## config.mk

```make
export PLATFORM = sky130hd
export DESIGN_NAME = aluCore
export DESIGN_NICKNAME = d
export VERILOG_FILES = /design/src/design/archPkg.sv /design/src/design/isaPkg.sv /design/src/design/stageIf.sv /design/src/design/alu.sv /design/src/design/aluCore.sv /design/src/design/executeStage.sv /design/src/design/operandFetch.sv /design/src/design/regFile.sv
export SDC_FILE = /design/constraint.sdc
export NUM_CORES = 1
export LEC_CHECK = 0
export BUFFER_PORTS_ARGS = -buffer_cell sky130_fd_sc_hd__buf_4
export CORE_MARGIN = 5
export CORE_UTILIZATION = 40
export DETAILED_ROUTE_END_ITERATION = 8
export GPL_TIMING_DRIVEN = 0
export PLACE_DENSITY = 0.63
export SYNTH_ARGS = -nofsm -noshare
export SYNTH_HDL_FRONTEND = slang
export SYNTH_SLANG_ARGS = --single-unit
export TNS_END_PERCENT = 50
```

## constraint.sdc

```tcl
create_clock -name clk -period 8.9 [get_ports clk]
set_input_delay 0.89 -clock clk [delete_from_list [all_inputs] [get_ports clk]]
set_output_delay 0.89 -clock clk [all_outputs]
set_load 0.005 [all_outputs]
```

## src/design/archPkg.sv

```systemverilog
`default_nettype none

package archPkg;

	//////////////////////////////////////////////////////////////////////
	// Datapath
	//////////////////////////////////////////////////////////////////////

	// Machine word
	localparam int dataWidth = 16;

	// Sixteen registers, number 0 hard-wired to zero
	localparam int regCount = 16;

	typedef logic [dataWidth-1:0] dataT;
	typedef logic [3:0] regIdxT;

	//////////////////////////////////////////////////////////////////////
	// Processor status register
	//////////////////////////////////////////////////////////////////////

	// Flag word {C, L, F, Z, N}
	typedef logic [4:0] psrT;

	// Bit positions, C on top
	localparam int psrC = 4;
	localparam int psrL = 3;
	localparam int psrF = 2;
	localparam int psrZ = 1;
	localparam int psrN = 0;

endpackage

`default_nettype wire

```

## src/design/isaPkg.sv

```systemverilog
`default_nettype none

package isaPkg;

	import archPkg::*;

	//////////////////////////////////////////////////////////////////////
	// Opcodes
	//////////////////////////////////////////////////////////////////////

	localparam int opCount = 8;

	// Three-bit ALU opcode
	typedef enum logic [2:0] {
		opAdd  = 3'd0,
		opSub  = 3'd1,
		opOr   = 3'd2,
		opAnd  = 3'd3,
		opXor  = 3'd4,
		opNot  = 3'd5,
		opMult = 3'd6,
		opCmp  = 3'd7
	} aluOpE;

	// Immediate, same width as a data word
	typedef logic [dataWidth-1:0] immT;

	//////////////////////////////////////////////////////////////////////
	// Side effects per opcode
	//////////////////////////////////////////////////////////////////////

	// One bit per opcode, CMP is the only one without a register write
	localparam logic [opCount-1:0] writesRegMask = 8'b0111_1111;

	// ADD and SUB keep C and F
	localparam psrT flagMaskAdd = psrT'(1 << psrC) | psrT'(1 << psrF);

	// CMP keeps L, Z and N
	localparam psrT flagMaskCmp = psrT'(1 << psrL) | psrT'(1 << psrZ) | psrT'(1 << psrN);

endpackage

`default_nettype wire

```

## src/design/stageIf.sv

```systemverilog
`default_nettype none

// One issued operation, fetch to execute
interface stageIf
	import archPkg::*, isaPkg::*;
();

	// Handshake
	logic valid;
	logic ready;

	// Operation with operands already resolved
	aluOpE op;
	regIdxT dest;
	dataT a;
	dataT b;
	logic writesReg;

	// Operand fetch side
	modport issue (output valid, op, dest, a, b, writesReg, input ready);

	// Execute side
	modport accept (input valid, op, dest, a, b, writesReg, output ready);

endinterface

`default_nettype wire

```

## src/design/alu.sv

```systemverilog
`default_nettype none

module alu
	import archPkg::*;
	import isaPkg::*;
(
	input  dataT  a,
	input  dataT  b,
	input  aluOpE op,
	output dataT  result,
	output psrT   flags
);

	logic [dataWidth:0] sum;
	logic [dataWidth:0] diff;
	logic addOvf;
	logic subOvf;

	//////////////////////////////////////////////////////////////////////
	// Adder and subtractor
	//////////////////////////////////////////////////////////////////////

	// Extra top bit is the carry, or the borrow on subtract
	assign sum = {1'b0, a} + {1'b0, b};
	assign diff = {1'b0, a} - {1'b0, b};

	// Same signs in, other sign out
	assign addOvf = (a[dataWidth-1] == b[dataWidth-1]) &&
		(sum[dataWidth-1] != a[dataWidth-1]);

	// Different signs in, result sign differs from a
	assign subOvf = (a[dataWidth-1] != b[dataWidth-1]) &&
		(diff[dataWidth-1] != a[dataWidth-1]);

	//////////////////////////////////////////////////////////////////////
	// Result and candidate flags
	//////////////////////////////////////////////////////////////////////

	always_comb begin
		// Compare flags always on offer, masking happens in execute
		flags = '0;
		flags[psrL] = a < b;
		flags[psrZ] = (diff[dataWidth-1:0] == '0);
		flags[psrN] = $signed(a) < $signed(b);

		// Borrow and overflow unless adding
		flags[psrC] = diff[dataWidth];
		flags[psrF] = subOvf;
		result = diff[dataWidth-1:0];

		case (op)
			opAdd: begin
				result = sum[dataWidth-1:0];
				flags[psrC] = sum[dataWidth];
				flags[psrF] = addOvf;
			end
			opSub: result = diff[dataWidth-1:0];
			opOr:  result = a | b;
			opAnd: result = a & b;
			opXor: result = a ^ b;
			opNot: result = ~a;
			// Low half of the product
			opMult: result = a * b;
			opCmp: result = diff[dataWidth-1:0];
		endcase
	end

endmodule

`default_nettype wire

```

## src/design/aluCore.sv

```systemverilog
`default_nettype none

module aluCore
	import archPkg::*;
	import isaPkg::*;
(
	input  logic   clk,
	input  logic   rst,
	// Instruction input
	input  logic   inValid,
	output logic   inReady,
	input  aluOpE  inOp,
	input  regIdxT inDest,
	input  regIdxT inSrcA,
	input  regIdxT inSrcB,
	input  logic   inUseImm,
	input  immT    inImm,
	// Result output
	output logic   resValid,
	input  logic   resReady,
	output dataT   resData,
	output regIdxT resDest,
	output logic   resWrote,
	output psrT    resPsr
);

	// Read side of the register file
	regIdxT rdAddrA;
	regIdxT rdAddrB;
	dataT rdDataA;
	dataT rdDataB;

	// Write side, owned by execute
	logic wen;
	regIdxT waddr;
	dataT wdata;

	// Fetch to execute
	stageIf stage ();

	regFile regFileInst (
		.clk     (clk),
		.rst     (rst),
		.rdAddrA (rdAddrA),
		.rdAddrB (rdAddrB),
		.rdDataA (rdDataA),
		.rdDataB (rdDataB),
		.wen     (wen),
		.waddr   (waddr),
		.wdata   (wdata)
	);

	operandFetch fetchInst (
		.clk      (clk),
		.rst      (rst),
		.inValid  (inValid),
		.inReady  (inReady),
		.inOp     (inOp),
		.inDest   (inDest),
		.inSrcA   (inSrcA),
		.inSrcB   (inSrcB),
		.inUseImm (inUseImm),
		.inImm    (inImm),
		.rdAddrA  (rdAddrA),
		.rdAddrB  (rdAddrB),
		.rdDataA  (rdDataA),
		.rdDataB  (rdDataB),
		.stage    (stage)
	);

	executeStage executeInst (
		.clk      (clk),
		.rst      (rst),
		.stage    (stage),
		.wen      (wen),
		.waddr    (waddr),
		.wdata    (wdata),
		.resValid (resValid),
		.resReady (resReady),
		.resData  (resData),
		.resDest  (resDest),
		.resWrote (resWrote),
		.resPsr   (resPsr)
	);

endmodule

`default_nettype wire

```

## src/design/executeStage.sv

```systemverilog
`default_nettype none

module executeStage
	import archPkg::*;
	import isaPkg::*;
(
	input  logic   clk,
	input  logic   rst,
	// From operand fetch
	stageIf.accept stage,
	// Register file write
	output logic   wen,
	output regIdxT waddr,
	output dataT   wdata,
	// Result output
	output logic   resValid,
	input  logic   resReady,
	output dataT   resData,
	output regIdxT resDest,
	output logic   resWrote,
	output psrT    resPsr
);

	dataT aluResult;
	psrT aluFlags;
	psrT flagMask;
	psrT psr;
	logic fire;

	alu aluInst (
		.a      (stage.a),
		.b      (stage.b),
		.op     (stage.op),
		.result (aluResult),
		.flags  (aluFlags)
	);

	// Room when empty or when the result leaves now
	assign stage.ready = !resValid || resReady;
	assign fire = stage.valid && stage.ready;

	//////////////////////////////////////////////////////////////////////
	// Commit
	//////////////////////////////////////////////////////////////////////

	// Which flags this opcode owns
	always_comb begin
		case (stage.op)
			opAdd, opSub: flagMask = flagMaskAdd;
			opCmp:        flagMask = flagMaskCmp;
			default:      flagMask = '0;
		endcase
	end

	// Write lands at the same edge as the result register
	assign wen = fire && stage.writesReg;
	assign waddr = stage.dest;
	assign wdata = aluResult;

	// Status register, untouched bits keep their value
	always_ff @(posedge clk) begin
		if (rst) begin
			psr <= '0;
		end else if (fire) begin
			psr <= (psr & ~flagMask) | (aluFlags & flagMask);
		end
	end

	// Output valid
	always_ff @(posedge clk) begin
		if (rst) begin
			resValid <= 1'b0;
		end else if (stage.ready) begin
			resValid <= stage.valid;
		end
	end

	// Result payload
	always_ff @(posedge clk) begin
		if (fire) begin
			resData <= aluResult;
			resDest <= stage.dest;
			resWrote <= stage.writesReg;
		end
	end

	assign resPsr = psr;

endmodule

`default_nettype wire

```

## src/design/operandFetch.sv

```systemverilog
`default_nettype none

module operandFetch
	import archPkg::*;
	import isaPkg::*;
(
	input  logic   clk,
	input  logic   rst,
	// Instruction input
	input  logic   inValid,
	output logic   inReady,
	input  aluOpE  inOp,
	input  regIdxT inDest,
	input  regIdxT inSrcA,
	input  regIdxT inSrcB,
	input  logic   inUseImm,
	input  immT    inImm,
	// Register file reads
	output regIdxT rdAddrA,
	output regIdxT rdAddrB,
	input  dataT   rdDataA,
	input  dataT   rdDataB,
	// Toward execute
	stageIf.issue  stage
);

	logic hazard;
	logic slotFree;
	logic accept;
	dataT operandB;

	// Sources go straight to the register file
	assign rdAddrA = inSrcA;
	assign rdAddrB = inSrcB;

	// Immediate replaces source B
	assign operandB = inUseImm ? dataT'(inImm) : rdDataB;

	//////////////////////////////////////////////////////////////////////
	// Interlock
	//////////////////////////////////////////////////////////////////////

	// Held op still has to write a register that the new op reads
	// (B only counts when it is really read)
	assign hazard = stage.valid && stage.writesReg && stage.dest != '0 &&
		(stage.dest == inSrcA || (!inUseImm && stage.dest == inSrcB));

	// Empty, or emptied at this edge
	assign slotFree = !stage.valid || stage.ready;

	// Even when the slot drains, the register file is stale until the edge
	assign inReady = slotFree && !hazard;
	assign accept = inValid && inReady;

	//////////////////////////////////////////////////////////////////////
	// Operation register
	//////////////////////////////////////////////////////////////////////

	always_ff @(posedge clk) begin
		if (rst) begin
			stage.valid <= 1'b0;
		end else if (accept) begin
			stage.valid <= 1'b1;
		end else if (stage.ready) begin
			stage.valid <= 1'b0;
		end
	end

	// Payload
	always_ff @(posedge clk) begin
		if (accept) begin
			stage.op <= inOp;
			stage.dest <= inDest;
			stage.a <= rdDataA;
			stage.b <= operandB;
			stage.writesReg <= writesRegMask[inOp];
		end
	end

endmodule

`default_nettype wire

```

## src/design/regFile.sv

```systemverilog
`default_nettype none

module regFile
	import archPkg::*;
(
	input  logic   clk,
	input  logic   rst,
	// Read ports
	input  regIdxT rdAddrA,
	input  regIdxT rdAddrB,
	output dataT   rdDataA,
	output dataT   rdDataB,
	// Write port
	input  logic   wen,
	input  regIdxT waddr,
	input  dataT   wdata
);

	// Storage for registers 1 to 15 only
	dataT regs [1:regCount-1];

	//////////////////////////////////////////////////////////////////////
	// Write
	//////////////////////////////////////////////////////////////////////

	always_ff @(posedge clk) begin
		if (rst) begin
			// All registers start at zero
			for (int i = 1; i < regCount; i++) begin
				regs[i] <= '0;
			end
		end else if (wen && waddr != '0) begin
			// Writes to register 0 fall on the floor
			regs[waddr] <= wdata;
		end
	end

	//////////////////////////////////////////////////////////////////////
	// Read
	//////////////////////////////////////////////////////////////////////

	// Register 0 reads as zero
	assign rdDataA = (rdAddrA == '0) ? '0 : regs[rdAddrA];
	assign rdDataB = (rdAddrB == '0) ? '0 : regs[rdAddrB];

endmodule

`default_nettype wire

```

==> results.json <==
{
  "outcome": "complete, no violations",
  "cts_hold_buf": 0,
  "grt_pass1_vias": 16136,
  "drt_iter0_drc": 1719,
  "ys_warn_count": 0,
  "rr_startpoint": "fetchInst.stage.b[1]$_DFFE_PP_",
  "drt_first_pass_iters": 6,
  "dieArea_um2": 59800,
  "r2r_cells": 20,
  "min_path_type": "flop to flop",
  "fin_skew_ns": 0.0162,
  "die_h_um": 245,
  "postRouteAntennaNets": 0,
  "worst_slack_ns": 0.692,
  "finish.utilization_pct": 44.7,
  "hold_depth": 0,
  "total_leakage_power_nw": 9.51,
  "netlist.area_leader.share_pct": 43.2,
  "coreArea_um2": 54800,
  "finalHoldViolations": 0,
  "routed-via-count": 15860,
  "clk_pin_slew_worst_paths_ns": 0.06,
  "place_area_um2": 23400,
  "antenna_found_initial": 3,
  "cap_violations": 0,
  "path_max_fanout": 10,
  "clock_tree.root_cell": "clkbuf_16",
  "synth-async-reset-ratio_pct": 0,
  "cts_setup_buffers": 0,
  "crit_start": "fetchInst.stage.b[1]$_DFFE_PP_",
  "tightest_slew_ns": 1.18,
  "rsz0062_at_grt": "false",
  "cts_sinks": 324,
  "synth_top_cell_by_area": "edfxtp_1",
  "dp_hpwl_um": 54600,
  "clock_latency_ns": 0.57,
  "postSynthCellCount": 1876,
  "critPathKind": "flop to flop",
  "crit_arrival_ns": 8.49,
  "design_area_um2": 24500,
  "cts.path.max_buffers": 3,
  "place_ws_ns": 0.859,
  "min_to": "executeInst.resDest[1]$_DFFE_PP_",
  "layout-drive-gt1-share_pct": 14.9,
  "crit-reg2reg-capture": "executeInst.resData[11]$_DFFE_PP_",
  "setup_violations": 0,
  "tns_ns": 0,
  "synth_edf_count": 317,
  "ir_drop_v": 0.000177,
  "layout.cells.non_filler": 2712,
  "cts_max_level": 1,
  "via_per_inst": 5.85,
  "fin_crit_ns": 8.21,
  "slew_headroom_pct": 21.0,
  "initial_utilization_pct": 40.2,
  "ios": 64,
  "grt_use_total_pct": 22.9,
  "netlist_area_um2": 22000,
  "slew_violations": 0,
  "synth-seq-cells": 324,
  "port_buffers": 56,
  "startpoint_type": "flop",
  "grt_pass1_wl_um": 103000,
  "place_inst": 2653,
  "reg2reg_setup_slack_ns": 0.69,
  "die-width_um": 245,
  "drc_errors": 0,
  "ys.flop_type": "edfxtp_1",
  "synth.avg_cell_area_um2": 11.7,
  "grt_max_degree": 42,
  "timing.final.crit_share_pct": 92.2,
  "wirelength_um": 69400,
  "yosysUniqueCellTypes": 82,
  "ys_seq_area_share_pct": 43.9,
  "cts_buffers": 31,
  "power_density_nw_per_um2": 253,
  "area_growth_pct": 11.2,
  "final_common_cell": "nor2_1",
  "nets": 2199,
  "end_kind": "flop",
  "globalplace.congestion": 0.935,
  "wire_per_inst_um": 25.6,
  "fmax_ghz": 0.122,
  "cts_tree": "built",
  "grt_overflow": 0,
  "layout_common_cells": "nor2_1 (342), edfxtp_1 (317), inv_1 (194)",
  "hold_start": "fetchInst.stage.dest[1]$_DFFE_PP_",
  "diodes": 0,
  "num_rows": 86,
  "worst_ep_required_time_ns": 9.18,
  "cts_resized": 0,
  "synth.area.top_cells": "edfxtp_1 (43%), mux4_2 (16%), fa_1 (7.5%)"
}
-- flip-flops by register name, indices dropped and copies added, names as in the netlist, 3 cells and up, named ones only --
signal	cells
fetchInst.stage.b	16
executeInst.resData	16
regFileInst.regs	256
fetchInst.stage.dest	4
fetchInst.stage.op	3
fetchInst.stage.a	16
executeInst.resDest	4
-- cell usage after synthesis, types with 12 or more instances --
library cell  instances
o21ai_0              54
ha_1                 97
xnor2_1              47
nand2b_1             22
nor3_1               20
edfxtp_1            317
a21oi_1              62
buf_1                20
inv_1               194
clkbuf_1             76
o22ai_1              12
nor2b_1              26
nand2_1             135
nand3_1              16
buf_2                13
fa_1                 82
nor2_1              342
mux4_2              160
-- worst max-delay path by stage --
stage / endpoint / slack (ns) / cells after the start
floorplan: regFileInst.regs[10][13]$_SDFFCE_PN0P_ / 2.74 / 23
global placement: executeInst.resData[11]$_DFFE_PP_ / 1.01 / 20
detailed placement: executeInst.resData[11]$_DFFE_PP_ / 0.86 / 20
CTS: executeInst.resData[11]$_DFFE_PP_ / 0.84 / 20
global route: regFileInst.regs[0][11]$_DFFE_PP_ / 0.35 / 20
finish: executeInst.resData[11]$_DFFE_PP_ / 0.69 / 20
-- final cells by class --
| class | count | area (um^2) |
|---|---|---|
| Clock inverter | 23 | 246 |
| Tap cell | 704 | 881 |
| Timing Repair Buffer | 60 | 465 |
| Fill cell | 5064 | 30300 |
| Inverter | 201 | 754 |
| Sequential cell | 324 | 9660 |
| Buffer | 111 | 452 |
| Clock buffer | 34 | 787 |
| Multi-Input combinational cell | 1255 | 11200 |
-- critical path: stages (launching register included) --
cell and delay [ns]:
edfxtp_1 0.41, clkbuf_1 0.59, clkinv_1 0.68, nor2_1 0.32, fa_1 0.45, fa_1 0.50, ha_1 0.21, fa_1 0.48
inv_1 0.05, fa_1 0.49, fa_1 0.49, inv_1 0.05, ha_1 0.33, o2111ai_1 0.25, a311oi_1 0.38, o21ai_0 0.24
a31oi_1 0.44, a221oi_1 0.14, o21ai_1 0.64, clkbuf_1 0.60, inv_1 0.15
-- per-layer routing --
layer | part of all wire (%) | wire [um] | GRT usage, % | vias up
li1 | - | - | - | 6915
met3 | 8.6 | 5990 | 3.73 | 161
met4 | 4.3 | 2990 | 8.45 | 6
met2 | 49 | 34000 | 39.1 | 809
met5 | 0.049 | 34 | 0 | -
met1 | 38 | 26400 | 29.6 | 7969
-- stage by stage --
step                total power (W)  hold WS (ns)
detailed placement          0.00482         0.453
global route                0.00657         0.474
floorplan                   0.00391         0.424
finish                      0.00619         0.467
CTS                         0.00618         0.468
global placement            0.00476         0.451
-- report_power, final --
| part | internal [W] | switching [W] |
|---|---|---|
| combinational | 0.00115 | 0.00180 |
| clock | 0.000781 | 0.000574 |
| sequential | 0.00180 | 0.0000910 |
| total | 0.00372 | 0.00246 |
-- cells by family (layout without fill, tap and decap cells) --
logic type / Yosys count / after routing / share of synthesized area (%)
xor gates and xnor gates: 58 / 58 / 2.37
other: 1 / 16 / 0.0170
AOI/OAI and AO/OA: 240 / 240 / 7.26
and+or+nand+nor: 595 / 595 / 11.4
DFF: 324 / 324 / 43.9
buffers and inverters: 312 / 429 / 5.48
muxes: 167 / 167 / 16.7
adders and majority gates: 179 / 179 / 13.0
(Power assumes the default switching activity.)
